## src/rsp_order_pkg.sv

```systemverilog
// Shared widths and channel packets; every request is one line and tags ride in the low mdata bits
package rsp_order_pkg;

    // ================================================
    // Sizing
    // ================================================

    // Outstanding requests tracked per channel
    localparam int MAX_ACTIVE_REQS = 128;
    localparam int TAG_WIDTH = $clog2(MAX_ACTIVE_REQS);

    // Requests the AFU may still issue once almost-full is visible
    localparam int ALM_FULL_THRESHOLD = 8;

    // One extra heap entry absorbs the cycle lost in the registered not-full
    localparam int HEAP_MIN_FREE = ALM_FULL_THRESHOLD + 1;

    // The ROB keeps a deeper reserve because slots drain only in order
    localparam int ROB_MIN_FREE = 2 * ALM_FULL_THRESHOLD;

    // Line data is narrowed for simulation
    localparam int MDATA_WIDTH = 16;
    localparam int DATA_WIDTH = 64;
    localparam int ADDR_WIDTH = 32;

    // ================================================
    // Plain vector types
    // ================================================

    typedef logic [TAG_WIDTH-1:0] tag_t;
    typedef logic [MDATA_WIDTH-1:0] mdata_t;
    typedef logic [DATA_WIDTH-1:0] line_data_t;
    typedef logic [ADDR_WIDTH-1:0] addr_t;

    // Occupancy and free counts need one bit more than a tag to reach the full size
    typedef logic [TAG_WIDTH:0] count_t;

    // ================================================
    // Channel packets
    // ================================================

    // Read request toward the fabric
    typedef struct packed {
        logic valid;
        addr_t addr;
        mdata_t mdata;
    } c0_tx_t;

    // Read response toward the AFU
    typedef struct packed {
        logic valid;
        mdata_t mdata;
        line_data_t data;
    } c0_rx_t;

    // Write request toward the fabric
    typedef struct packed {
        logic valid;
        addr_t addr;
        line_data_t data;
        mdata_t mdata;
    } c1_tx_t;

    // Write response toward the AFU
    typedef struct packed {
        logic valid;
        mdata_t mdata;
    } c1_rx_t;

endpackage

```

## src/mdata_heap.sv

```systemverilog
// Tag heap for writes; the caller must free each tag exactly once and stop allocating when not_full drops
`timescale 1ns/1ps

module mdata_heap import rsp_order_pkg::*;
(
    input  logic   clk,
    input  logic   reset,

    // Allocation side, driven by write requests
    input  logic   alloc,
    input  mdata_t alloc_mdata,
    output tag_t   alloc_tag,

    // Lookup side, driven by write responses, which also frees the tag
    input  logic   lookup,
    input  tag_t   lookup_tag,
    output mdata_t lookup_mdata,

    // Combinational view of the next free count against the reserve
    output logic   not_full
);

    // ================================================
    // Free list
    // ================================================

    // Circular FIFO of free tags, holding every tag after reset
    tag_t free_list [MAX_ACTIVE_REQS];
    tag_t pop_ptr;
    tag_t push_ptr;

    // Number of tags currently in the free list
    count_t num_free;
    count_t num_free_next;

    // Saved AFU mdata, indexed by tag
    mdata_t mdata_mem [MAX_ACTIVE_REQS];

    // First lookup stage holds the tag being read
    tag_t lookup_idx;

    // The head of the free list is the next tag handed out
    assign alloc_tag = free_list[pop_ptr];

    always_comb
    begin
        num_free_next = num_free + count_t'(lookup) - count_t'(alloc);
    end

    // Looking at the next count lets a single register in the top cover the reserve
    assign not_full = (num_free_next >= count_t'(HEAP_MIN_FREE));

    // Pointers and count
    always_ff @(posedge clk)
    begin
        if (reset)
        begin
            pop_ptr <= '0;
            push_ptr <= '0;
            num_free <= count_t'(MAX_ACTIVE_REQS);
        end
        else
        begin
            // Pointers wrap on their own since the depth is a power of two
            if (alloc)
            begin
                pop_ptr <= pop_ptr + 1'b1;
            end
            if (lookup)
            begin
                push_ptr <= push_ptr + 1'b1;
            end
            num_free <= num_free_next;
        end
    end

    // The free list is loaded with every tag in reset and then refilled by frees
    always_ff @(posedge clk)
    begin
        if (reset)
        begin
            for (int i = 0; i < MAX_ACTIVE_REQS; i++)
            begin
                free_list[i] <= tag_t'(i);
            end
        end
        else if (lookup)
        begin
            free_list[push_ptr] <= lookup_tag;
        end
    end

    // ================================================
    // Mdata store and two-stage lookup
    // ================================================

    always_ff @(posedge clk)
    begin
        if (alloc)
        begin
            mdata_mem[alloc_tag] <= alloc_mdata;
        end
    end

    // A freed tag goes to the tail of the list, so its entry survives the read below
    always_ff @(posedge clk)
    begin
        lookup_idx <= lookup_tag;
        lookup_mdata <= mdata_mem[lookup_idx];
    end

endmodule

```

## config.mk

```make
export PLATFORM = sky130hd
export DESIGN_NAME = mdata_heap
export DESIGN_NICKNAME = d
export VERILOG_FILES = /design/src/rsp_order_pkg.sv /design/src/mdata_heap.sv
export SDC_FILE = /design/constraint.sdc
export NUM_CORES = 2
export LEC_CHECK = 0
export BUFFER_PORTS_ARGS = -buffer_cell sky130_fd_sc_hd__clkbuf_2
export CORE_MARGIN = 2
export CORE_UTILIZATION = 45
export CTS_CLUSTER_SIZE = 20
export DETAILED_ROUTE_END_ITERATION = 10
export SETUP_SLACK_MARGIN = 0.02
export SKIP_LAST_GASP = 1
export SLEW_MARGIN = 10
export SYNTH_ARGS = -nofsm -noshare
export SYNTH_HDL_FRONTEND = slang
export SYNTH_SLANG_ARGS = --single-unit
```

## constraint.sdc

```tcl
create_clock -name clk -period 4.8 [get_ports clk]
set_input_delay 0.24 -clock clk [delete_from_list [all_inputs] [get_ports clk]]
set_output_delay 0.24 -clock clk [all_outputs]
set_load 0.02 [all_outputs]
```

==> results.py <==
metrics = {
    "power_and_ir_drop": {
        "powerDensity_nw_per_um2": 413,
        "combPwrFrac_pct": 7.1,
        "p_clk_share_pct": 42.1,
        "swShare_pct": 22.7,
        "p_seq_share_pct": 50.8,
        "max-vdd-ir-drop_mv": 0.328,
        "p_switching_mw": 13.1,
        "finalPower_mw": 57.9,
        "p_leak_nw": 44.5,
        "cell_internal_pwr_mw": 44.8,
    },
    "yosys": {
        "syn-num-nets": 6147,
        "synth_seq_cells": 2996,
        "netlist_instances": 6109,
        "syn_area_um2": 123000,
        "synth_edf_count": 2944,
        "avgSynthCellArea_um2": 20.1,
        "seq_area_frac_synth_pct": 73.0,
        "yosysUniqueCellTypes": 70,
        "yosysWarnings": 0,
        "ys.flop_type": "edfxtp_1",
        "ys_async_sr_fraction_pct": 0,
    },
    "routing": {
        "drc_errors": 0,
        "vias": 61700,
        "firstDrtPassIters": 6,
        "final_antenna_net_count": 0,
        "viasPerCell": 6.05,
        "drt-initial-drc-count": 7349,
        "wirelength_mm": 319,
        "wl_per_cell_um": 31.3,
    },
    "sta": {
        "clock.fmax_mhz": 219,
        "skew_ps": 64.8,
        "final-setup-viol-count": 0,
        "fin_setup_tns_ps": 0,
        "min_period_ps": 4570,
        "period_share_pct": 95.1,
        "slew_violations": 0,
        "worst_slew_margin_rel_pct": 25.4,
        "hold_violations": 0,
        "rsz0062_at_grt": "false",
        "worst_pin_slew_ps": 1120,
    },
    "clock_network": {
        "cts.clk_slew.worst_paths_ps": 60,
        "post_cts_buffers": 0,
        "clock_latency_ps": 930,
        "root_buffer": "clkbuf_16",
        "clkSinkCount": 2996,
        "cts_buffer_depth": 4,
        "cts_tree": "built",
        "cts_max_level": 5,
        "cts_buffers": 320,
    },
    "setup_path": {
        "cp.required_ps": 4560,
        "arrival_ps": 4330,
        "path_buf_inv": 4,
        "path_class": "flop to output port",
        "critical-path-top-delay-family": "multiplexers",
        "crit_slowest_cell": "mux4_2",
        "crit_path_start_kind": "flop",
        "cp_cell_sequence": "buf_12 -> buf_12 -> mux4_2 -> mux4_2 -> o22ai_1 -> nor2_1 -> inv_1 -> nand2_1 -> clkbuf_2",
        "cp_max_fo": 25,
        "crit_path_max_incr_delay_ps": 550,
        "cp-end-kind": "output port",
    },
    "finish": {
        "area_growth_pct": 14.4,
        "final_common_cell": "edfxtp_1",
        "final_cell_mix": "edfxtp_1 (2944), mux4_2 (870), or3_1 (365)",
        "regArea_um2": 89500,
        "drive_above_1_share_pct": 30.0,
        "nFillCells": 21100,
        "multi_input_area_um2": 31000,
        "nets": 6390,
    },
    "global_route": {
        "grt_start_max_net_pins": 129,
        "overflow": 0,
        "grt_pass1_vias": 62000,
        "grt_pass1_wl_mm": 461,
        "grt_use_total_pct": 22.9,
        "antenna_found_initial": 10,
    },
    "die": {
        "rows": 191,
        "die_w_um": 526,
        "ioPinCount": 51,
        "design.core.area_um2": 271000,
        "die_h_um": 526,
        "initial_core_util_pct": 45.3,
        "dieArea_um2": 277000,
    },
    "min_path": {
        "min_path_type": "input pin to flop",
    },
    "placed_design": {
        "io_buffers": 50,
        "place_congestion": 0.831,
        "dp_hpwl_mm": 195,
    },
    "run_status": {
        "status": "finished, final reports clean",
    },
    "run": {
        "maxCapViolations": 0,
    },
}
==> synth_stat cells (40+ instances only) <==
cell / n / area, um^2
and2_1: 210 / 1310
and3_1: 185 / 1160
buf_1: 65 / 244
clkbuf_1: 374 / 1400
dfxtp_1: 52 / 1040
edfxtp_1: 2944 / 88400
mux2i_1: 55 / 551
mux4_2: 870 / 19600
nand2_1: 110 / 413
nand3_1: 40 / 200
nor2_1: 169 / 634
nor3_1: 113 / 566
or2_2: 107 / 669
or3_1: 365 / 2280
==> kinds of logic (layout without fill, tap and decap cells) <==
| logic type | Yosys count | after routing | synth area share [%] |
|---|---|---|---|
| other | 0 | 8 | 0 |
| adder cells (fa/ha/maj) | 11 | 11 | 0.118 |
| multiplexers | 974 | 974 | 17.2 |
| AND/OR/NAND/NOR | 1398 | 1398 | 6.51 |
| XOR/XNOR | 16 | 16 | 0.114 |
| AO/OA/AOI/OAI | 169 | 169 | 1.03 |
| flip-flops | 2996 | 2996 | 73.0 |
| buffers and inverters | 545 | 1044 | 2.08 |
==> metal layers <==
metal / vias to the layer above / routed length [um] / GRT usage [%]
met1: 33100 / 131000 / 32.9
met2: 2594 / 156000 / 37.1
met4: 0 / 7440 / 5.61
li1: 25600 / - / -
met3: 418 / 24200 / 3.53
met5: - / 0 / 0
==> through the flow <==
step,setup slack [ps],hold WS (ps),cell area [um^2],utilization (%),cells
after global placement,238,475,130000,47.9,9579
final,235,29.5,140000,51.8,10200
after CTS,196,1.14,140000,51.8,10200
after floorplan,340,268,123000,-,6109
after detailed placement,228,481,130000,47.9,9579
after global routing,35.9,44.3,140000,51.8,10200
==> timing repair <==
item / 4_1_cts / 5_1_grt
hold buffers: 21 / 0
setup endpoints to repair: 1 / 55
resized for setup: 3 / 1
endpoints found under the hold margin: 543 / 0
==> power groups by stage <==
stage	Clock, mW	Combinational [mW]	Sequential, mW
finish	24.4	4.12	29.4
global route	25.8	4.32	29.5
CTS	24.7	4.17	29.4
detailed placement	0	4.14	30.0
global placement	0	4.09	30.0
floorplan	0	2.33	29.9
==> state kept, by name (all words and copies together), names as in the netlist, named ones only <==
name,cells
pop_ptr,7
num_free,8
mdata_mem,2048
lookup_idx,7
free_list,896
push_ptr,7
lookup_mdata,16
==> worst register-to-register path, stage by stage (launching register included) <==
cell and delay (ps):
dfxtp_4 670, buf_4 400, mux4_2 350, and2_1 180
a2111oi_1 710, buf_4 230, o311ai_2 230, or4b_1 630
buf_12 230, and2b_2 520
==> final timing paths <==
kind / from / to / slack (ps) / cells past startpoint
max: flop / alloc_tag[5] / 230 / 9
min: alloc_mdata[11] / mdata_mem[43][11] / 30 / 1
max reg2reg: flop / mdata_mem[94][12] / 270 / 9
min reg2reg: pop_ptr[6] / flop / 500 / 2
==> cell type report <==
| class | count | share of cell area [%] |
|---|---|---|
| flip-flops and latches | 2996 | 63.8 |
| multi-input cells | 2568 | 22.1 |
| clock buffers | 402 | 6.07 |
| repair buffers | 441 | 3.45 |
| well taps | 3570 | 3.19 |
| clock inverters | 176 | 1.31 |
| inverters | 25 | 0.0687 |
| diodes | 8 | 0.0143 |
Power figures use the tool's default switching activity.
